**src/design/tenyr_video_pkg.sv**
```systemverilog
package tenyr_video_pkg;

    localparam int bus_width = 32;

    // Memory map.
    localparam logic [bus_width-1:0] seg7_addr  = 32'h0000_0100;
    localparam logic [bus_width-1:0] video_addr = 32'h0000_0200;
    localparam logic [bus_width-1:0] text_base  = video_addr + 32'h10;

    // Control register fields.
    localparam int ctl_display_bit = 0;
    localparam int ctl_cursor_bit  = 1;
    localparam int ctl_fg_lsb      = 2;
    localparam int ctl_bg_lsb      = 5;
    // Display on, cursor on, white on black.
    localparam logic [7:0] ctl_default = 8'b000_111_11;

    localparam int glyph_rows  = 8;
    localparam int glyph_cols  = 8;
    // Width of the raster pixel and line coordinates.
    localparam int coord_width = 12;

endpackage

```
**src/design/raster_timing.sv**
```systemverilog
`timescale 1ns/100ps

module raster_timing #(
    parameter int cols    = 80,
    parameter int rows    = 40,
    parameter int h_front = 16,
    parameter int h_sync  = 96,
    parameter int h_back  = 48,
    parameter int v_front = 10,
    parameter int v_sync  = 2,
    parameter int v_back  = 33
) (
    input  logic                                    clk,
    input  logic                                    reset,
    output logic [tenyr_video_pkg::coord_width-1:0] px,
    output logic [tenyr_video_pkg::coord_width-1:0] py,
    output logic                                    active,
    output logic                                    hsync,
    output logic                                    vsync
);
    import tenyr_video_pkg::*;

    localparam logic [coord_width-1:0] h_active = coord_width'(cols * glyph_cols);
    localparam logic [coord_width-1:0] hs_start = coord_width'(cols * glyph_cols + h_front);
    localparam logic [coord_width-1:0] hs_end   = hs_start + coord_width'(h_sync);
    localparam logic [coord_width-1:0] h_total  = hs_end + coord_width'(h_back);
    localparam logic [coord_width-1:0] v_active = coord_width'(rows * glyph_rows);
    localparam logic [coord_width-1:0] vs_start = coord_width'(rows * glyph_rows + v_front);
    localparam logic [coord_width-1:0] vs_end   = vs_start + coord_width'(v_sync);
    localparam logic [coord_width-1:0] v_total  = vs_end + coord_width'(v_back);

    logic [coord_width-1:0] hcnt;
    logic [coord_width-1:0] vcnt;

    always_ff @(posedge clk) begin
        if (reset) begin
            hcnt <= '0;
            vcnt <= '0;
        end else if (hcnt == h_total - 1'b1) begin
            hcnt <= '0;
            vcnt <= (vcnt == v_total - 1'b1) ? '0 : vcnt + 1'b1;
        end else begin
            hcnt <= hcnt + 1'b1;
        end
    end

    always_ff @(posedge clk) begin
        if (reset) begin
            active <= 1'b0;
            hsync  <= 1'b1;
            vsync  <= 1'b1;
        end else begin
            active <= (hcnt < h_active) && (vcnt < v_active);
            hsync  <= !((hcnt >= hs_start) && (hcnt < hs_end));
            vsync  <= !((vcnt >= vs_start) && (vcnt < vs_end));
        end
    end

    always_ff @(posedge clk) begin
        px <= hcnt;
        py <= vcnt;
    end

endmodule

```
**config.mk**
```make
export PLATFORM = sky130hd
export DESIGN_NAME = raster_timing
export DESIGN_NICKNAME = d
export VERILOG_FILES = /design/src/design/tenyr_video_pkg.sv /design/src/design/raster_timing.sv
export SDC_FILE = /design/constraint.sdc
export NUM_CORES = 1
export LEC_CHECK = 0
export ABC_AREA = 1
export BUFFER_PORTS_ARGS = -buffer_cell sky130_fd_sc_hd__buf_2
export CAP_MARGIN = 20
export CORE_ASPECT_RATIO = 1.2
export CORE_MARGIN = 2
export CORE_UTILIZATION = 55
export DETAILED_ROUTE_END_ITERATION = 6
export PLACE_DENSITY_LB_ADDON = 0.12
export SLEW_MARGIN = 20
export SYNTH_ARGS = -nofsm -noshare
export SYNTH_HDL_FRONTEND = slang
export SYNTH_SLANG_ARGS = --single-unit
export TNS_END_PERCENT = 20
```
**constraint.sdc**
```tcl
create_clock -name clk -period 1.8 [get_ports clk]
set_clock_uncertainty 0.15 [all_clocks]
set_input_delay 0.09 -clock clk [delete_from_list [all_inputs] [get_ports clk]]
set_output_delay 0.09 -clock clk [all_outputs]
set_load 0.02 [all_outputs]
```
# Word-level counts from Yosys, hierarchy flattened
# Cells that the tools add are included.
[op_classes]
n_addsub = 2
n_lt_le_gt_ge = 6
n_eq_ne = 2
n_mux = 1
n_reduce_logical = 6
[ops]
columns = ["operator", "count"]
rows = [
  ["12-bit by 1-bit adder with 12-bit output, second input constant", 2],
  ["12-bit by 10-bit less-than comparator with 1-bit output, second input constant", 2],
  ["12-bit by 9-bit less-than comparator with 1-bit output, second input constant", 2],
  ["12-bit by 10-bit equality test with 1-bit output, second input constant", 1],
  ["12-bit by 9-bit equality test with 1-bit output, second input constant", 1],
  ["12-bit by 10-bit >= comparator with 1-bit output, second input constant", 1],
  ["12-bit by 9-bit >= comparator with 1-bit output, second input constant", 1],
  ["12-bit two-way mux", 1],
  ["1-bit logical AND", 3],
  ["1-bit zero test", 2],
  ["2-bit OR reduction", 1],
]
[word_totals]
ff_bits = 51
out_inout_bits = 27
word_cells = 24

# Logic depth before layout (Yosys ltp)
# Gate-level depths: netlist of run 1.
[depth]
depth_word = 3
mapped_depth = 9
ltp_nobuf = 9

# Least setup slack after synthesis of run 1
# Ideal clock, no wire load.
[synth_path]
path_kind = "register -> register"
from = "reg hcnt[0]"
to = "reg vcnt[2]"
setup_time_ns = 0.122
arrival_time_ns = 1.175
setup_slack_ns = 0.353
stages_incl_launch_ff = 7
synth_period_minus_slack_ns = 1.447
path_cell_list = "dfxtp_1 > ha_1 > nand3_2 > inv_2 > nand3_4 > o21ai_2 > nor2_1"
[synth_via]
elab_chain_cells = 1
[synth_rtl]
columns = ["element", "line", "rtl"]
rows = [
  ["from (decl)", "raster_timing.sv:32", "logic [coord_width-1:0] hcnt;"],
  ["from (signal assigned)", "raster_timing.sv:43", "hcnt <= hcnt + 1'b1;"],
  ["12-bit by 10-bit equality test with 1-bit output", "raster_timing.sv:39", "end else if (hcnt == h_total - 1'b1) begin"],
  ["to (signal assigned)", "raster_timing.sv:41", "vcnt <= (vcnt == v_total - 1'b1) ? '0 : vcnt + 1'b1;"],
  ["to (decl)", "raster_timing.sv:33", "logic [coord_width-1:0] vcnt;"],
]
# No other way between the ends.
# A chain may end at the register's enable or synchronous reset.

# Worst setup path in the final report of run 1
[layout_path]
from = "reg hcnt[0]"
to = "reg vcnt[8]"
# Same word-level chain as after synthesis.

==> summary.md, run 1 <==
| Metric | Value |
|---|---|
| Status | `completed` |
| Net Count, Synth | `246` |
| Die width | `~58 um` |
| Resized cells post-CTS | `0` |
| Net switching power | `slightly below 0.4 mW` |
| Sequential power share | `roughly 58%` |
| Max frequency | `between 600 and 700 MHz` |
| Seq/Total Area, Yosys | `52.7%` |
| Starting Density | `a little under three fifths` |
| Largest family of logic cells by synthesized area | `simple AND/OR/NAND/NOR gates` |
| IO Pins | `29` |
| Comb pwr share | `around 2.2%` |
| R2r startpoint | `hcnt[0]` |
| Register area | `around 1000 sq um` |
| Diode count | `0` |
| Most frequent cells after synthesis | `56 x nand2_1, 51 x dfxtp_1, 34 x nor2_1` |
| Slowest CP cell | `dfxtp_1` |
| Synth Flop Type | `dfxtp_1` |
| Routed vias | `roughly 1.6k` |
| RSZ-0062 raised after global routing | `no` |
| Hpwl dp | `around 2800 um` |
| CTS Buf Count | `5` |
| Final Hold Vio Count | `0` |
| CP arrival | `~1.7 ns` |
| Number of synthesized flops with an enable pin | `0` |
| Min-Delay Path Class | `flip-flop to flip-flop` |
| Yosys reg bits | `a little over 50` |
| Die height | `69.0 um` |
| CTS H-Tree Depth | `2` |
| WHS Endpoint | `px[6]` |
| CP Class | `flip-flop to flip-flop` |
| Min Hold Slack | `0.221 ns` |
| DRT Wirelength | `between 3000 and 4000 um` |
| R2r worst-path depth | `6` |
| First-pass GRT wire length | `6580 um` |
| Wire per inst | `between 10 and 15 um` |
| Global-route usage over all layers | `roughly a fifth` |
| Post-synth cell types | `24` |
| P_leak | `about 0.91 nW` |
| Synthesis Warnings | `0` |
| Final nets | `between 200 and 300` |
| FILL cells | `just over 300` |
| Max-capacitance violation count | `0` |
| Slew Limit Fails | `0` |
| DRC | `0` |
| Initial antenna violation count | `0` |
| FF-to-FF setup slack | `about 0.14 ns` |
| Hold path depth | `0` |
| Post-Synth Simple-Gate Area | `between 30% and 40%` |
| Period utilisation layout | `between 90% and 100%` |
| Int Pwr | `between 1.5 and 2 mW` |
| Post-synth top area share | `between 50% and 60%` |
| FP Rows | `23` |
| Max IR drop VDD | `around 0.86 mV` |
| HP Start | `hcnt[6]` |
| DR pass1 iterations | `4` |
| PD cells | `approximately 880 nW/um^2` |
| Crit path required time | `1.84 ns` |
| Clock buffer depth | `2` |
| Die area | `4010 sq um` |
| Multi-input logic area | `between 800 and 900 sq um` |
| Avg Inst Size Synth | `8.07 sq um` |
| Switch share | `roughly a fifth` |
| Mapped Cells | `240` |
| Routed Antenna Nets | `0` |
| CTS tree | `built` |
| Clk slew on worst S/H paths | `approximately 0.090 ns` |
| Critical Path Fanout Max | `6` |
| Largest net degree at the start of global routing | `16` |
| # clock sinks | `slightly above 50` |
| CP peak stage delay | `between 0.3 and 0.4 ns` |
| Crit. End Element | `flip-flop` |
| Crit path cell chain | `ha_1 -> nand3_2 -> inv_2 -> nand3_4 -> o21ai_2 -> nor2_1` |
| Share of power burned in the clock network | `between 40% and 50%` |
| Post-DR vias/cell | `5.17` |
| Max-slew headroom | `between 70 and 80%` |
| Worst Setup Start Kind | `flip-flop` |
| Most common cell in the netlist | `nand2_1` |
| Root Buffer | `clkbuf_8` |
| Leading area contributor after synthesis | `dfxtp_1` |
| Slew @ Worst Pin | `approximately 0.36 ns` |
| Syn Std Cell Area | `between 1500 and 2000 sq um` |
| Compound-Gate Fraction of Synth Area | `around 4.8%` |
| Total negative slack | `0 ns` |
| Ys async rst share | `0%` |
| Clock latency on the worst-skew pair | `around 0.30 ns` |
| Remaining global-route overflow | `0` |
| Post-synthesis adder-cell area fraction | `2.58%` |
| Post-Synth XOR/XNOR Area | `under 10%` |
| Multiplexer share of the synthesized area | `0%` |
| Hold buffers post-CTS | `1` |
| Layout area overhead | `16.6%` |
| Final setup violation count | `0` |
| Synth area leaders | `dfxtp_1 53%, nand2_1 11%, nor2_1 6.6%` |
| Post-route minimum period | `approximately 1.7 ns` |
| Vias in the first global route | `between 1k and 1.5k` |
| GPL Wtd Cong | `0.902` |
| PortBufs | `28` |
| Post-CTS setup buffers | `0` |
| Number of DRC markers in iteration 0 | `58` |
| Reg2reg end | `vcnt[8]` |
| Core area | `around 3400 sq um` |
| Share of layout cells above drive strength 1 | `a little over a fifth` |
==> registers in the layout (all words and copies together) (netlist names) <==
name,cells
active,1
hcnt,12
hsync,1
px,12
py,12
vcnt,12
vsync,1
==> worst max-delay path, delay by kind of cell (launching register included) <==
| kind | cells | cell delay, ns |
|---|---|---|
| AOI/OAI and AO/OA | 1 | 0.31 |
| adders and majority gates | 1 | 0.22 |
| buffers and inverters | 1 | 0.14 |
| DFF | 1 | 0.39 |
| and+or+nand+nor | 3 | 0.34 |
==> cells by family after synthesis <==
| group | Yosys count |
|---|---|
| adder cells (fa/ha/maj) | 4 |
| XOR/XNOR | 4 |
| AND/OR/NAND/NOR | 134 |
| AO/OA/AOI/OAI | 18 |
| buffers and inverters | 29 |
| flip-flops | 51 |
==> power by group through the flow <==
| stage | combinational, mW | clock (mW) | sequential [mW] |
|---|---|---|---|
| finish | 0.0437 | 0.800 | 1.15 |
| global route | 0.0485 | 0.874 | 1.15 |
| CTS | 0.0443 | 0.815 | 1.15 |
| detailed placement | 0.0426 | 0 | 1.17 |
| global placement | 0.0423 | 0 | 1.17 |
| floorplan | 0.0207 | 0 | 1.18 |
==> area by class of cell <==
class / count / share of cell area, %
Timing Repair Buffer: 31 / 7.31
Multi-Input combinational cell: 160 / 35.6
Inverter: 28 / 4.65
Clock buffer: 6 / 3.66
Clock inverter: 2 / 1.55
Sequential cell: 51 / 45.2
Tap cell: 37 / 2.05
==> worst max path at each step <==
stage                     startpoint      end  slack (ns)  cells past startpoint
final                        hcnt[0]  vcnt[8]        0.14                      6
after global routing         hcnt[0]  vcnt[5]        0.01                      6
after CTS                    hcnt[0]  vcnt[8]        0.12                      6
after detailed placement     hcnt[0]  vcnt[8]        0.15                      6
after global placement       hcnt[0]  vcnt[5]        0.18                      6
after floorplan              hcnt[0]  vcnt[2]        0.35                      6
==> cell usage in the layout, fill, tap and decap left out, drive strengths merged, types with 2 or more instances in the layout <==
cell type	netlist	layout
clkbuf	0	6
ha	4	4
nand3	17	17
nor3	4	4
nand2	60	60
inv	28	28
dfxtp	51	51
o21ai	9	9
nor2	39	39
a21oi	9	9
buf	1	30
xor2	3	3
nand4	11	11
nor4	2	2
==> routing by layer <==
| metal | wire length (um) | global-route usage (%) | share of wire (%) |
|---|---|---|---|
| met5 | 0 | 0 | 0 |
| met1 | 1570 | 25.5 | 42 |
| met3 | 167 | 5.63 | 4.4 |
| met2 | 1960 | 36.0 | 52 |
| met4 | 59 | 6.98 | 1.6 |
==> stage by stage <==
stage / util (%) / setup slack (ns) / cell area (sq um) / cells / power, mW
5_1_grt: 67.1 / 0.0123 / 2260 / 315 / 2.07
6_report: 67.1 / 0.139 / 2260 / 315 / 1.99
3_5_place_dp: 63.3 / 0.148 / 2130 / 306 / 1.22
4_1_cts: 67.1 / 0.122 / 2260 / 315 / 2.01
2_1_floorplan: - / 0.353 / 1940 / 240 / 1.20
3_3_place_gp: 63.3 / 0.176 / 2130 / 306 / 1.22
(Power assumes the default switching activity.)
==> run 2: changes to the inputs <==
Settings changed: ABC_CLOCK_PERIOD_IN_PS set to 1800, BUFFER_PORTS_ARGS -buffer_cell sky130_fd_sc_hd__buf_2 to not set, CORE_MARGIN 2 to 4, CORE_UTILIZATION 55 to 60, DONT_BUFFER_PORTS set to 1.
==> run 2 against run 1 <==
Register-to-register slack better by 0.04 ns. Sequential cell count stayed put. Worst setup slack better by 0.037 ns. Design area is 6.9% lower. Critical path depth stayed put. First-iteration DRC count is 140% higher. Sequential share of layout area is 3.4 points higher.
==> summary.md, run 2 (synthesized netlist as in run 1, its figures left out) <==
| Metric | Value |
|---|---|
| Number of DRC markers in iteration 0 | `between 100 and 150` |
| CP peak stage delay | `around 0.40 ns` |
| Root Buffer | `clkbuf_4` |
| Initial antenna violation count | `0` |
| Clock buffer depth | `2` |
| Placed cells | `roughly 280` |
| Max IR drop VDD | `0.757 mV` |
| Post-route minimum period | `around 1.6 ns` |
| Final setup violation count | `0` |
| Core area | `about 3000 sq um` |
| P_leak | `0.761 nW` |
| # clock sinks | `51` |
| Hpwl dp | `2620 um` |
| Crit path cell chain | `ha_1 -> nand3_2 -> inv_2 -> nand3_4 -> nand2_2 -> o21ai_1` |
| Final Hold Vio Count | `0` |
| Starting Density | `62.8%` |
| Layout area overhead | `8.53%` |
| Worst Setup Start Kind | `flip-flop` |
| Max-capacitance violation count | `0` |
| Largest net degree at the start of global routing | `16` |
| CP Class | `flip-flop to flip-flop` |
| Remaining global-route overflow | `0` |
| PD cells | `around 880 nW/um^2` |
| Post-CTS setup buffers | `0` |
| Diode count | `0` |
| Slowest CP cell | `dfxtp_1` |
| PortBufs | `0` |
| CP arrival | `~1.7 ns` |
| FP Rows | `22` |
| First-pass GRT wire length | `slightly above 6000 um` |
| Period utilisation layout | `about nine tenths` |
| Routed Antenna Nets | `0` |
| DRC | `0` |
| Die height | `70.2 um` |
| Stages on worst setup path | `6` |
| CP startpoint | `hcnt[1]` |
| CTS H-Tree Depth | `2` |
| Min-Delay Path Class | `flip-flop to flip-flop` |
| R2r startpoint | `hcnt[1]` |
| Vias in the first global route | `about 1.4k` |
| Crit path required time | `~1.9 ns` |
| Crit-path leading delay family | `simple AND/OR/NAND/NOR gates` |
| Commonest non-fill, non-tap cell in the layout | `nand2_1` |
| IO Pins | `29` |
| Total negative slack | `0 ns` |
| Routed vias | `1545` |
| Slew @ Worst Pin | `0.361 ns` |
| Clock latency on the worst-skew pair | `about 0.36 ns` |
| Crit. End Element | `flip-flop` |
| Max-slew headroom | `roughly three quarters` |
| Slew Limit Fails | `0` |
| Die area | `between 4000 and 5000 sq um` |
| Max frequency | `slightly above 600 MHz` |
| RSZ-0062 raised after global routing | `no` |
| PnR Total Power | `1.84 mW` |
| Die width | `between 50 and 60 um` |
| Share of layout cells above drive strength 1 | `roughly an eighth` |
| Commonest cells after routing, fill and taps aside | `56 x nand2_1, 50 x dfxtp_1, 34 x nor2_1` |
| R2r worst-path depth | `6` |
| Layout Cells excl Fill | `287` |
| DRT Wirelength | `3510 um` |
| Wire per inst | `approximately 12 um` |
| Post-DR vias/cell | `5.38` |
| DR pass1 iterations | `4` |
| Global-route usage over all layers | `18.8%` |
| Critical Path Fanout Max | `13` |
| CP bufs+invs | `1` |
| Hold path depth | `0` |
| CTS tree | `built` |
| Clk slew on worst S/H paths | `approximately 0.13 ns` |
| Status | `completed` |
| Final nets | `around 260` |
| HP Start | `hcnt[5]` |
| CTS Buf Count | `5` |
| GPL Wtd Cong | `approximately 0.91` |
run 2: timing repair:
| item | CTS | global route |
|---|---|---|
| resized for setup | 0 | 2 |
| endpoints found under the setup margin | 0 | 5 |
| hold endpoints to repair | 19 | 0 |
| hold buffers | 1 | 0 |
run 2: per-layer routing:
| layer | part of all wire, % | up-vias | track usage (%) |
|---|---|---|---|
| li1 | - | 785 | - |
| met1 | 43 | 716 | 23.2 |
| met2 | 50 | 35 | 30.5 |
| met3 | 4.4 | 9 | 4.25 |
| met4 | 2.2 | 0 | 7.64 |
| met5 | 0 | - | 0 |
run 2: layout make-up:
cell class                 instances  area (sq um)
inverter                          28           105
timing repair buffer               4          32.5
tap                               36          45.0
multi-input combinational        160           811
sequential                        51          1020
clock buffer                       6          51.3
fill                             268           981
clock inverter                     2          35.0
run 2: through the flow:
stage	hold WS (ns)	setup slack, ns	util, %	area (sq um)
2_1_floorplan	0.00907	0.353	-	1940
3_3_place_gp	0.0133	0.174	64.8	2000
3_5_place_dp	0.0126	0.139	64.8	2000
4_1_cts	0.238	0.0943	67.9	2090
5_1_grt	0.250	0.00726	68.2	2100
6_report	0.238	0.176	68.2	2100
run 2: power breakdown:
| group | internal [mW] | leakage (nW) | switching (mW) |
|---|---|---|---|
| logic | 0.00990 | 0.300 | 0.0191 |
| clock network | 0.328 | 0.0482 | 0.323 |
| registers | 1.14 | 0.413 | 0.0173 |
| total | 1.48 | 0.761 | 0.359 |
run 2: path summary, 6_finish.rpt:
path              endpoint  slack, ns
setup / recovery   vcnt[0]       0.18
hold / removal       px[5]       0.24
setup reg to reg   vcnt[0]       0.18
hold reg to reg      px[5]       0.24
