### src/design/seg7_scan.sv
`timescale 1ns/100ps

module seg7_scan #(
    parameter int scan_div = 50000
) (
    input  logic        clk,
    input  logic        reset,
    input  logic [15:0] seg_value,
    output logic [7:0]  seg,
    output logic [3:0]  an
);

    logic [$clog2(scan_div+1)-1:0] div;
    logic [1:0]                    digit;

    // Segments gfedcba, active high.
    function automatic logic [6:0] hex_to_seg(input logic [3:0] nib);
        case (nib)
            4'h0: return 7'h3f;
            4'h1: return 7'h06;
            4'h2: return 7'h5b;
            4'h3: return 7'h4f;
            4'h4: return 7'h66;
            4'h5: return 7'h6d;
            4'h6: return 7'h7d;
            4'h7: return 7'h07;
            4'h8: return 7'h7f;
            4'h9: return 7'h6f;
            4'ha: return 7'h77;
            4'hb: return 7'h7c;
            4'hc: return 7'h39;
            4'hd: return 7'h5e;
            4'he: return 7'h79;
            default: return 7'h71;
        endcase
    endfunction

    always_ff @(posedge clk) begin
        if (reset) begin
            div   <= '0;
            digit <= '0;
            seg   <= 8'hff;
            an    <= 4'hf;
        end else begin
            if (div == scan_div - 1) begin
                div   <= '0;
                digit <= digit + 1'b1;
            end else begin
                div <= div + 1'b1;
            end
            // Decimal point stays dark.
            seg <= {1'b1, ~hex_to_seg(seg_value[digit*4 +: 4])};
            an  <= ~(4'b0001 << digit);
        end
    end

endmodule

### config.mk
export PLATFORM = sky130hd
export DESIGN_NAME = seg7_scan
export DESIGN_NICKNAME = d
export VERILOG_FILES = /design/src/design/seg7_scan.sv
export SDC_FILE = /design/constraint.sdc
export NUM_CORES = 1
export LEC_CHECK = 0
export ABC_AREA = 1
export BUFFER_PORTS_ARGS = -buffer_cell sky130_fd_sc_hd__clkbuf_2
export CORE_AREA = 2 2 62 64
export CTS_CLUSTER_DIAMETER = 100
export DETAILED_ROUTE_END_ITERATION = 8
export DIE_AREA = 0 0 64 66
export PLACE_DENSITY = 0.69
export SLEW_MARGIN = 20
export SYNTH_ARGS = -nofsm -noshare
export SYNTH_HDL_FRONTEND = slang
export SYNTH_SLANG_ARGS = --single-unit
export TNS_END_PERCENT = 30
### constraint.sdc
create_clock -name clk -period 1.5 [get_ports clk]
set_input_delay 0.225 -clock clk [delete_from_list [all_inputs] [get_ports clk]]
set_output_delay 0.225 -clock clk [all_outputs]
set_load 0.01 [all_outputs]
==> Word level (Yosys, flattened, before mapping) <==
Memories as Yosys holds them, arrays and structs flattened.
Cells that the tools add are included.
Widths: inputs -> output; s select.
{ "totals": {"reg_bits": 30, "rom_bits": 112, "inputBits": 18, "output_inout_bits": 12, "word_cells": 15, "mem_count": 1} }
{ "op_classes": {"addsub": 2, "n_eq_ne": 1, "shift": 2, "muxes": 1, "n_bitwise": 2, "n_reduce_logical": 1} }
{ "memory_table": {"columns": ["name", "depth", "word_bits", "rd", "rd_clocked_by_memory_dff", "wr", "line_no", "rtl"], "rows": [
  ["(no name shown)", 16, 7, 1, 0, 0, "18", "case (nib)"]
]} }
{ "ops": {"columns": ["op", "n"], "rows": [
  ["$add 16x1->16 const B", 1],
  ["$eq 16x16->1 const B", 1],
  ["$shiftx 16x5->4", 1],
  ["$mux 7", 1],
  ["$not 7->7", 1],
  ["$not 4->4", 1],
  ["$shl 1x2->4 const A", 1],
  ["$add 2x1->2 const B", 1],
  ["$reduce_or 2->1", 1]
]} }

==> Depth between registers and ports, before layout <==
Gate-level depths: netlist (run 1).
An unclocked memory read counts as a cell.
{ "logic_depth": {"ltp_word": 4, "depth_mapped": 11, "depth_no_buf": 10} }

==> Worst setup path after synthesis (run 1) <==
Ideal clock, no wire load.
{ "synth_path": {"path_kind": "register -> register", "startpoint": "register digit[0]", "endpoint": "register seg[0]", "arrival_ns": 1.412, "required_ns": 1.376, "setup_slack_ns": -0.036, "path_stages_with_launch": 12, "path_cell_list": "dfxtp_1 > inv_1 > buf_6 > nand2_1 > nand3_1 > nand2_1 > inv_1 > ha_1 > inv_1 > nand3_1 > nand3_1 > nand3_1"} }
{ "synth_via": {"elab_chain_cells": 4} }
{ "synth_lines": {"columns": ["item", "line_no", "rtl"], "rows": [
  ["start, declared", "14", "logic [1:0] digit;"],
  ["start signal, assigned", "47", "digit <= digit + 1'b1;"],
  ["$shiftx 16x5->4", "52", "seg <= {1'b1, ~hex_to_seg(seg_value[digit*4 +: 4])};"],
  ["$mem_v2 16x7", null, null],
  ["$mux 7", "39", "if (reset) begin"],
  ["$not 7->7", "52", null],
  ["end signal, assigned", "52", null],
  ["end, declared", "9", "output logic [7:0] seg,"]
]} }
No other way between the ends. The select of a mux whose other input is x is not followed.
A chain may end at the register's enable or synchronous reset.

==> Worst setup path after layout (run 1) <==
Ends and elaborated chain as after synthesis.

==> results.cfg, run 1 <==
[sta]
clock.fmax_mhz = 710
holdWs_ns = 0.126
setup-violations-final = 0
final.min_clock_period_ns = 1.41
hold_viol_final = 0
timing.setup.tns_ns = 0
drv_slew = 0
clock_skew_ns = 0.0170
final_worst_path_cycle_share_pct = 93.9
grt_setup_unrepaired = true

[routing]
avgRoutedWirePerCell_um = 10.2
drc_errors = 0
vias = 1601
routed_via_density = 4.72
drt_iter0_markers = 71
drt.antenna.violating_nets = 0
wl_um = 3470
detailedRoute.firstPassIterationCount = 4

[placement]
post-dp-hpwl_um = 2700
portBuffers = 28
gp_weighted_congestion = 0.853
numPlacedInstances = 331

[pwr]
leakage_nw = 0.917
netSwitchingFraction_pct = 23.9
pwr-share-clk_pct = 40.9
worst_ir_drop_vdd_uv = 381
power_report.internal_total_w = 0.00127
comb_power_share_pct = 10.9
power.net_switching_w = 0.000398
power_per_cell_area_nw_per_um2 = 797
sequential_share_of_power_pct = 48.2

[clocking]
cts_buffer_depth = 2
cts_tree = done
num_cts_buffers = 5
cts_sinks = 29
clkSlewWorstSetupHoldPaths_ns = 0.11
post-cts-setup-buffer-count = 0
clkLatencyLatePin_ns = 0.33
cts_hold_buf = 0
cts_htree_levels = 2
clockRootBuffer = sky130_fd_sc_hd__clkbuf_4

[final_layout]
finish.cell_count_without_fillers = 339
antennaDiodeCount = 0
syn2layout_area_growth_pct = 22.7
ratio_of_cells_with_drive_above_1_in_the_final_layout_pct = 28.9
finalNetCount = 319

[yosys]
ys_ff_latch = 29
synth-seq-area-share_pct = 34.1
average_footprint_of_a_synthesized_cell_um2 = 6.89
synth_cells = 247
yosys_warnings = 0
number_of_distinct_library_cell_variants_in_the_gate_level_netlist_after_synthesis = 26
postSynthNetCount = 276
syn-cell-area_um2 = 1700

[setup_path]
worst_setup_path_start_kind = flip-flop
critPathArrivalTime_ns = 1.65
critical_path.max_fanout = 7
worst_path_largest_cell_delay_ns = 0.35
critPathTopFamily = simple AND/OR/NAND/NOR gates
worst_path_max_delay_cell = sky130_fd_sc_hd__dfxtp_2
worst_path_required_time_ns = 1.74
worstSetupEndpointType = flip-flop
timing.setup.critical_path_class = flip-flop to flip-flop
crit_buf_inv = 3
path_depth = 10
path_cells = buf_6 > nand2_1 > nand3_1 > nand2_2 > inv_1 > ha_2 > inv_2 > nand3_1 > nand3_1 > nand3_1
ff2ff_path_depth = 10
path_common_cell = sky130_fd_sc_hd__nand3_1

[die]
core_um2 = 3550
fp.dieH_um = 66
die_area_um2 = 4220
io-pin-count = 30
die_w_um = 64
std_cell_rows = 22
starting_density_of_the_core_pct = 47.9

[grt]
grt_start_max_net_pins = 17
antenna_violations_before_repair = 0
vias_in_the_first_global_route = 1443
first_pass_grt_wire_length_um = 5980
gr_ovfl_total = 0
grtUsageTotal_pct = 18.0

[min_path]
whs_path_depth = 2
worst_hold_class = primary input to flip-flop

[run]
max_cap_viol_count = 0

[status]
status = finished, final reports clean
-- synthesized netlist by cell type, drive strengths merged --
| master | count | share of area, % |
|---|---|---|
| nand4 | 6 | 2.2 |
| nand3 | 35 | 11 |
| a21oi | 11 | 4.1 |
| buf | 4 | 2.6 |
| dfxtp | 29 | 34 |
| conb | 1 | 0.22 |
| or2 | 2 | 0.74 |
| nand3b | 1 | 0.44 |
| nor3 | 2 | 0.59 |
| clkinv | 1 | 0.22 |
| nor2 | 31 | 8.2 |
| ha | 11 | 8.1 |
| xor2 | 3 | 1.5 |
| o21bai | 1 | 0.44 |
| nand2 | 82 | 20 |
| inv | 27 | 6.0 |
-- final cells by class --
type	instances	area (um2)
inverters	28	105
flip-flops and latches	29	583
repair buffers	40	238
clock inverters	2	37.5
multi-input cells	186	1010
clock buffers	6	51.3
fillers	357	1460
well taps	48	60.1
-- through the flow --
stage                     instance area (um2)  setup slack (ns)  total power [W]  utilization (%)
after floorplan                          1700           0.00738         0.000928                -
after global placement                   1950            0.0115         0.000991             54.9
after detailed placement                 1950           -0.0328         0.000994             54.9
after CTS                                2040            0.0145          0.00168             57.5
after global routing                     2090           -0.0439          0.00174             58.8
final                                    2090            0.0909          0.00166             58.8
-- flip-flops by register name, summed over array words and instances (netlist names) --
name and count:
seg 7, digit 2, div 16, an 4
-- timing repair --
action                                  CTS  global route
hold endpoints to repair                  0             0
pin swaps                                 0             3
gates resized for setup                   2            13
endpoints found under the setup margin    4            10
-- path summary, 6_finish.rpt --
| path | startpoint | end | slack (ns) |
|---|---|---|---|
| hold / removal | reset | digit[0]$_SDFFE_PP0N_ | 0.13 |
| setup / recovery | digit[0]$_SDFFE_PP0N_ | seg[0]$_SDFF_PP1_ | 0.09 |
| setup reg to reg | digit[0]$_SDFFE_PP0N_ | seg[0]$_SDFF_PP1_ | 0.09 |
| hold reg to reg | div[15]$_SDFF_PP0_ | div[15]$_SDFF_PP0_ | 0.48 |
-- layer usage --
| layer | vias to the layer above | part of all wire, % | global-route usage [%] |
|---|---|---|---|
| li1 | 866 | - | - |
| met1 | 688 | 45 | 21.1 |
| met2 | 40 | 49 | 31.5 |
| met3 | 7 | 4.3 | 3.24 |
| met4 | 0 | 2.0 | 8.97 |
| met5 | - | 0 | 0 |
-- cells in the final DEF (no fill, tap or decap) --
cell                         Yosys  routed
sky130_fd_sc_hd__nand2_4         2       1
sky130_fd_sc_hd__nand4_1         6       6
sky130_fd_sc_hd__buf_4           1      10
sky130_fd_sc_hd__xor2_1          3       3
sky130_fd_sc_hd__clkbuf_8        0       1
sky130_fd_sc_hd__clkbuf_4        0       5
sky130_fd_sc_hd__buf_6           1       2
sky130_fd_sc_hd__nand2_1        75      72
sky130_fd_sc_hd__ha_1           11       9
sky130_fd_sc_hd__o21bai_1        1       1
sky130_fd_sc_hd__nand2_2         5       8
sky130_fd_sc_hd__clkinv_1        1       1
sky130_fd_sc_hd__clkinvlp_4      0       1
sky130_fd_sc_hd__ha_2            0       2
sky130_fd_sc_hd__nand2_8         0       1
sky130_fd_sc_hd__nor2_4          1       1
sky130_fd_sc_hd__nand3_2         2       6
sky130_fd_sc_hd__conb_1          1       1
sky130_fd_sc_hd__dfxtp_2         0       2
sky130_fd_sc_hd__nor2_2          6       6
sky130_fd_sc_hd__nand3_1        33      29
sky130_fd_sc_hd__inv_2           3       5
sky130_fd_sc_hd__dfxtp_1        29      27
sky130_fd_sc_hd__nor2_1         24      24
sky130_fd_sc_hd__or2_0           2       2
sky130_fd_sc_hd__a21oi_1         7       7
sky130_fd_sc_hd__nand3b_1        1       1
sky130_fd_sc_hd__clkbuf_2        0      28
sky130_fd_sc_hd__a21oi_2         4       4
sky130_fd_sc_hd__bufinv_16       0       1
sky130_fd_sc_hd__nor3_1          2       2
sky130_fd_sc_hd__inv_1          24      22
-- power by group through the flow --
| stage | Combinational, W | Clock, W | Sequential [W] |
|---|---|---|---|
| floorplan | 0.0000978 | 0 | 0.000830 |
| global placement | 0.000170 | 0 | 0.000821 |
| detailed placement | 0.000172 | 0 | 0.000822 |
| CTS | 0.000173 | 0.000700 | 0.000804 |
| global route | 0.000206 | 0.000731 | 0.000806 |
| finish | 0.000181 | 0.000680 | 0.000803 |
-- logic make-up (layout without fill, tap and decap cells) --
family,Yosys count,count (layout),share of synthesized area (%)
adders and majority gates,11,11,8.09
xor gates and xnor gates,3,3,1.54
and+or+nand+nor,159,159,42.7
AOI/OAI and AO/OA,12,12,4.56
buffers and inverters,32,76,8.75
DFF,29,29,34.1
other,1,1,0.220
Power figures use the tool's default switching activity.
==> inputs of run 2 (changes only) <==
--- a/config.mk
+++ b/config.mk
@@ -7,11 +7,13 @@
 export LEC_CHECK = 0
 export ABC_AREA = 1
 export BUFFER_PORTS_ARGS = -buffer_cell sky130_fd_sc_hd__clkbuf_2
-export CORE_AREA = 2 2 62 64
+export CORE_AREA = 2 2 59 61
+export CTS_BUF_LIST = sky130_fd_sc_hd__clkbuf_8 sky130_fd_sc_hd__clkbuf_16
 export CTS_CLUSTER_DIAMETER = 100
 export DETAILED_ROUTE_END_ITERATION = 8
-export DIE_AREA = 0 0 64 66
-export PLACE_DENSITY = 0.69
+export DIE_AREA = 0 0 61 63
+export PLACE_DENSITY = 0.73
+export REMOVE_ABC_BUFFERS = 1
 export SLEW_MARGIN = 20
 export SYNTH_ARGS = -nofsm -noshare
 export SYNTH_HDL_FRONTEND = slang
==> constraint.sdc (replaced) <==
create_clock -name clk -period 1.36 [get_ports clk]
set_input_delay 0.204 -clock clk [delete_from_list [all_inputs] [get_ports clk]]
set_output_delay 0.204 -clock clk [all_outputs]
set_load 0.01 [all_outputs]
==> run 2 against run 1 <==
  * The run now ends with setup timing left
  * Register-to-register slack got worse by 0.15 ns
  * Sequential share of layout area is 3.4 points lower
  * Global-route usage increased by 5.4 points
  * First-iteration DRC count is 32% higher
  * Sequential power grew 10%
  * Count of clock-buffer cells in the layout decreased by 1
  * Combinational power rose by 49%
==> results.cfg, run 2 (synthesis results as in run 1) <==
[status]
status = complete, but fails checks
violations = setup timing

[setup_path]
worst_path_required_time_ns = 1.59
ff2ff_path_depth = 10
worst_path_largest_cell_delay_ns = 0.37
worst_setup_path_start_kind = flip-flop
path_depth = 10
critical_path.max_fanout = 6
timing.setup.critical_path_class = flip-flop to flip-flop
worst_path_max_delay_cell = sky130_fd_sc_hd__dfxtp_4
path_cells = buf_6 > nand2_2 > nand3_2 > nand2_4 > buf_6 > ha_4 > nand3_4 > nor2_1 > nor2_1 > nand2_1
crit_buf_inv = 2
worstSetupEndpointType = flip-flop
critPathTopFamily = simple AND/OR/NAND/NOR gates
critPathArrivalTime_ns = 1.66

[clocking]
clkSlewWorstSetupHoldPaths_ns = 0.06
clkLatencyLatePin_ns = 0.28
cts_buffer_depth = 2
clockRootBuffer = sky130_fd_sc_hd__clkbuf_8
cts_sinks = 29
num_cts_buffers = 5
cts_htree_levels = 2
cts_tree = done

[die]
starting_density_of_the_core_pct = 52.7
die_w_um = 61
fp.dieH_um = 63
die_area_um2 = 3840
io-pin-count = 30
std_cell_rows = 21
core_um2 = 3230

[sta]
setup-violations-final = 7
clock_skew_ns = 0.00534
setup_slack_ns = -0.0636
clock.fmax_mhz = 702
final.min_clock_period_ns = 1.42
final_worst_path_cycle_share_pct = 105
drv_slew = 0
hold_viol_final = 0
grt_setup_unrepaired = true

[final_layout]
number_of_flip_flops_in_the_largest_register = 16
antennaDiodeCount = 0
most_common_cell_after_layout_fill_and_taps_aside = sky130_fd_sc_hd__nand2_1
ratio_of_cells_with_drive_above_1_in_the_final_layout_pct = 41.2
registers.top_by_ff_count = div
final_cell_area_um2 = 2390
syn2layout_area_growth_pct = 40.7
finalNetCount = 336
fillCellCount = 268
layout_top_registers = div: 16 flops, seg: 7 flops, an: 4 flops
mostFrequentLayoutCells = 67 x sky130_fd_sc_hd__nand2_1, 28 x sky130_fd_sc_hd__clkbuf_2, 25 x sky130_fd_sc_hd__dfxtp_1, 25 x sky130_fd_sc_hd__buf_4, 23 x sky130_fd_sc_hd__nor2_1
utilization_pct = 74.1

[grt]
first_pass_grt_wire_length_um = 6790
grt_start_max_net_pins = 17
antenna_violations_before_repair = 0
vias_in_the_first_global_route = 1585
grtUsageTotal_pct = 23.4
gr_ovfl_total = 0

[min_path]
worst_hold_class = primary input to flip-flop
whs_path_depth = 2

[pwr]
leakage_nw = 1.03
power.net_switching_w = 0.000489
pwr-share-clk_pct = 36.7
report.power.total_w = 0.00183
sequential_share_of_power_pct = 48.5
worst_ir_drop_vdd_uv = 415
netSwitchingFraction_pct = 26.8
power_per_cell_area_nw_per_um2 = 762
power_report.internal_total_w = 0.00134
comb_power_share_pct = 14.8

[run]
max_cap_viol_count = 0

[placement]
post-dp-hpwl_um = 2770
gp_weighted_congestion = 0.875
post_dp_cell_area_um2 = 2050
portBuffers = 28

[routing]
vias = 1749
routed_via_density = 4.94
drt.antenna.violating_nets = 0
drc_errors = 0
avgRoutedWirePerCell_um = 11.8
drt_iter0_markers = 94
detailedRoute.firstPassIterationCount = 4
wl_um = 4190
==> run 2: stage by stage <==
stage               instances  hold slack (ns)  setup TNS [ns]  setup slack, ns
floorplan                 243            0.273           -2.10           -0.384
global placement          343            0.463          -0.619           -0.121
detailed placement        343            0.460           -1.05           -0.193
CTS                       352            0.149         -0.0926          -0.0267
global route              354            0.161          -0.864           -0.123
finish                    354            0.169          -0.284          -0.0636
==> run 2: worst register-to-register path: cells and delay by family (launching register included) <==
family | cells | cell delay (ns)
adder cells (fa/ha/maj) | 1 | 0.28
buffers and inverters | 2 | 0.25
flip-flops | 1 | 0.37
AND/OR/NAND/NOR | 7 | 0.48
==> run 2: final cells by class <==
type	instances	area, um2	area share, %
flip-flops and latches	29	588	24.6
multi-input cells	187	1190	49.8
clock buffers	5	68.8	2.87
repair buffers	56	362	15.1
clock inverters	3	13.8	0.575
inverters	28	113	4.70
well taps	46	57.6	2.40
==> run 2: final timing paths <==
path / start / endpoint / slack (ns)
worst max-delay path: digit[0]$_SDFFE_PP0N_ / seg[1]$_SDFF_PP1_ / -0.06
worst min-delay path: reset / digit[1]$_SDFFE_PP0N_ / 0.17
worst max register to register: digit[0]$_SDFFE_PP0N_ / seg[1]$_SDFF_PP1_ / -0.06
worst min register to register: div[15]$_SDFF_PP0_ / div[15]$_SDFF_PP0_ / 0.48
==> run 2: layer usage <==
layer | part of all wire, % | track usage (%) | wire length [um] | vias to the layer above
met5 | 0 | 0 | 0 | -
met4 | 1.8 | 9.51 | 74 | 0
met3 | 4.2 | 6.83 | 175 | 8
met2 | 52 | 37.8 | 2180 | 40
met1 | 42 | 28.3 | 1760 | 802
li1 | - | - | - | 899
==> run 2: timing repair <==
item                       4_1_cts  5_1_grt
pin swaps                       13       11
gates cloned                     1        0
hold buffers                     0        0
setup endpoints to repair        8       22
resized for setup               39       20
buffers inserted                 0        2
==> run 2: power by group through the flow <==
stage               Sequential (W)  Clock (W)  Combinational, W
floorplan                 0.000916          0         0.0000982
global placement          0.000904          0          0.000201
detailed placement        0.000905          0          0.000202
CTS                       0.000884   0.000685          0.000239
global route              0.000888   0.000728          0.000292
finish                    0.000885   0.000671          0.000269
==> inputs of run 3 (changes only) <==
==> constraint.sdc (replaced) <==
create_clock -name clk -period 1.7 [get_ports clk]
set_input_delay 0.255 -clock clk [delete_from_list [all_inputs] [get_ports clk]]
set_output_delay 0.255 -clock clk [all_outputs]
set_load 0.01 [all_outputs]
==> run 3 against run 2 <==
  * The flow now finishes without violations
  * Setup slack improved by 0.23 ns
  * Global-route usage decreased by 2.8 points
  * Critical path depth down 1
  * Final cell count shrank 6.5%
  * Total power shrank 25%
  * First-iteration DRC count shrank 34%
  * Cell area shrank 17%
  * Core utilization down 13 points
  * Maximum frequency is 7.3% lower
  * Critical path type unchanged
  * Largest cell class unchanged
  * Highest routed layer unchanged
==> results.cfg, run 3 (synthesis results as in run 1) <==
[status]
status = finished, final reports clean

[grt]
antenna_violations_before_repair = 0
grtUsageTotal_pct = 20.6
grt_start_max_net_pins = 17
vias_in_the_first_global_route = 1565
gr_ovfl_total = 0
first_pass_grt_wire_length_um = 6190

[pwr]
sequential_share_of_power_pct = 52.0
leakage_nw = 0.889
power_report.internal_total_w = 0.00103
power.net_switching_w = 0.000336
pwr-share-clk_pct = 37.7
comb_power_share_pct = 10.4
power_per_cell_area_nw_per_um2 = 690
worst_ir_drop_vdd_uv = 289
netSwitchingFraction_pct = 24.6

[min_path]
hold_start = reset
worst_hold_class = primary input to flip-flop
worstHoldEndpoint = digit[1]$_SDFFE_PP0N_
whs_path_depth = 2

[final_layout]
ratio_of_cells_with_drive_above_1_in_the_final_layout_pct = 22.5
number_of_flip_flops_in_the_largest_register = 16
layout_top_registers = div: 16 flops, seg: 7 flops, an: 4 flops
mostFrequentLayoutCells = 75 x sky130_fd_sc_hd__nand2_1, 33 x sky130_fd_sc_hd__nand3_1, 28 x sky130_fd_sc_hd__dfxtp_1, 28 x sky130_fd_sc_hd__clkbuf_2, 26 x sky130_fd_sc_hd__inv_1
antennaDiodeCount = 0
registers.top_by_ff_count = div
utilization_pct = 61.3
most_common_cell_after_layout_fill_and_taps_aside = sky130_fd_sc_hd__nand2_1
syn2layout_area_growth_pct = 16.5
finish.cell_count_without_fillers = 331
finalNetCount = 313

[die]
io-pin-count = 30
die_area_um2 = 3840
core_um2 = 3230
std_cell_rows = 21
die_w_um = 61
fp.dieH_um = 63
starting_density_of_the_core_pct = 52.7

[setup_path]
ff2ff_path_depth = 9
critPathArrivalTime_ns = 1.70
worstSetupEndpointType = flip-flop
regToRegStartpoint = digit[1]$_SDFFE_PP0N_
r2r_setup_slack_ns = 0.16
timing.setup.critical_path_class = flip-flop to flip-flop
worst_setup_path_start_kind = flip-flop
worst_path_required_time_ns = 1.87
rr_endpoint = seg[1]$_SDFF_PP1_
critical_path.max_fanout = 8

[sta]
setup-violations-final = 0
timing.setup.tns_ns = 0
grt_setup_unrepaired = false
final_worst_path_cycle_share_pct = 90.3
setup_slack_ns = 0.165
clock.fmax_mhz = 651
final.min_clock_period_ns = 1.54
clock_skew_ns = 0.00325
hold_viol_final = 0
drv_slew = 0
holdWs_ns = 0.237

[routing]
drt.antenna.violating_nets = 0
routed_via_density = 4.79
detailedRoute.firstPassIterationCount = 4
wl_um = 3340
drt_iter0_markers = 62
drc_errors = 0
vias = 1586
avgRoutedWirePerCell_um = 10.1

[clocking]
clkLatencyLatePin_ns = 0.27
cts_hold_buf = 0
cts_htree_levels = 2
cts_buffer_depth = 2
num_cts_buffers = 5
cts.repair.resized = 0
cts_sinks = 29
post-cts-setup-buffer-count = 0
clkSlewWorstSetupHoldPaths_ns = 0.06
clockRootBuffer = sky130_fd_sc_hd__clkbuf_8
cts_tree = done

[placement]
numPlacedInstances = 323
gp_weighted_congestion = 0.884
portBuffers = 28
post_placement_worst_setup_slack_ns = 0.159
post-dp-hpwl_um = 2660

[run]
max_cap_viol_count = 0
## run 3: stage by stage
| stage | instance area (um2) | power [W] |
|---|---|---|
| after floorplan | 1660 | 0.000811 |
| after CTS | 1980 | 0.00139 |
| final | 1980 | 0.00137 |
| after global routing | 1980 | 0.00144 |
| after global placement | 1900 | 0.000868 |
| after detailed placement | 1900 | 0.000869 |
## run 3: cell type report
type,instances,area (um2)
tap,46,57.6
inverter,28,105
clock buffer,5,68.8
timing repair buffer,34,185
multi-input combinational,186,972
fill,323,1250
sequential,29,582
clock inverter,3,11.3
## run 3: worst max path at each step
| stage | endpoint | startpoint | cells after the start | slack (ns) |
|---|---|---|---|---|
| 6_report | seg[1]$_SDFF_PP1_ | digit[1]$_SDFFE_PP0N_ | 9 | 0.16 |
| 4_1_cts | seg[1]$_SDFF_PP1_ | digit[0]$_SDFFE_PP0N_ | 10 | 0.14 |
| 3_3_place_gp | seg[1]$_SDFF_PP1_ | digit[0]$_SDFFE_PP0N_ | 10 | 0.17 |
| 3_5_place_dp | seg[1]$_SDFF_PP1_ | digit[0]$_SDFFE_PP0N_ | 10 | 0.16 |
| 5_1_grt | seg[5]$_SDFF_PP1_ | digit[1]$_SDFFE_PP0N_ | 9 | 0.005 |
| 2_1_floorplan | seg[0]$_SDFF_PP1_ | digit[0]$_SDFFE_PP0N_ | 10 | -0.04 |
## run 3: critical path: stages (launching register included)
cell and delay [ns]:
sky130_fd_sc_hd__dfxtp_1 0.41, sky130_fd_sc_hd__inv_2 0.12, sky130_fd_sc_hd__nand3_1 0.10, sky130_fd_sc_hd__nand2_1 0.07, sky130_fd_sc_hd__buf_4 0.16, sky130_fd_sc_hd__ha_1 0.28, sky130_fd_sc_hd__nand3_1 0.11, sky130_fd_sc_hd__nor2_1 0.05
sky130_fd_sc_hd__nor2_1 0.08, sky130_fd_sc_hd__nand2_1 0.05
## run 3: routing by layer
metal | up-vias | share of wire [%] | global-route usage (%)
met3 | 4 | 3.5 | 5.59
met2 | 32 | 50 | 35.1
met5 | - | 0 | 0
met1 | 704 | 45 | 24.3
li1 | 846 | - | -
met4 | 0 | 1.2 | 6.52
## run 3: power groups by stage
stage	sequential [W]	combinational, W	clock, W
6_report	0.000711	0.000142	0.000515
3_5_place_dp	0.000726	0.000143	0
4_1_cts	0.000711	0.000143	0.000531
2_1_floorplan	0.000732	0.0000786	0
5_1_grt	0.000712	0.000162	0.000564
3_3_place_gp	0.000726	0.000142	0
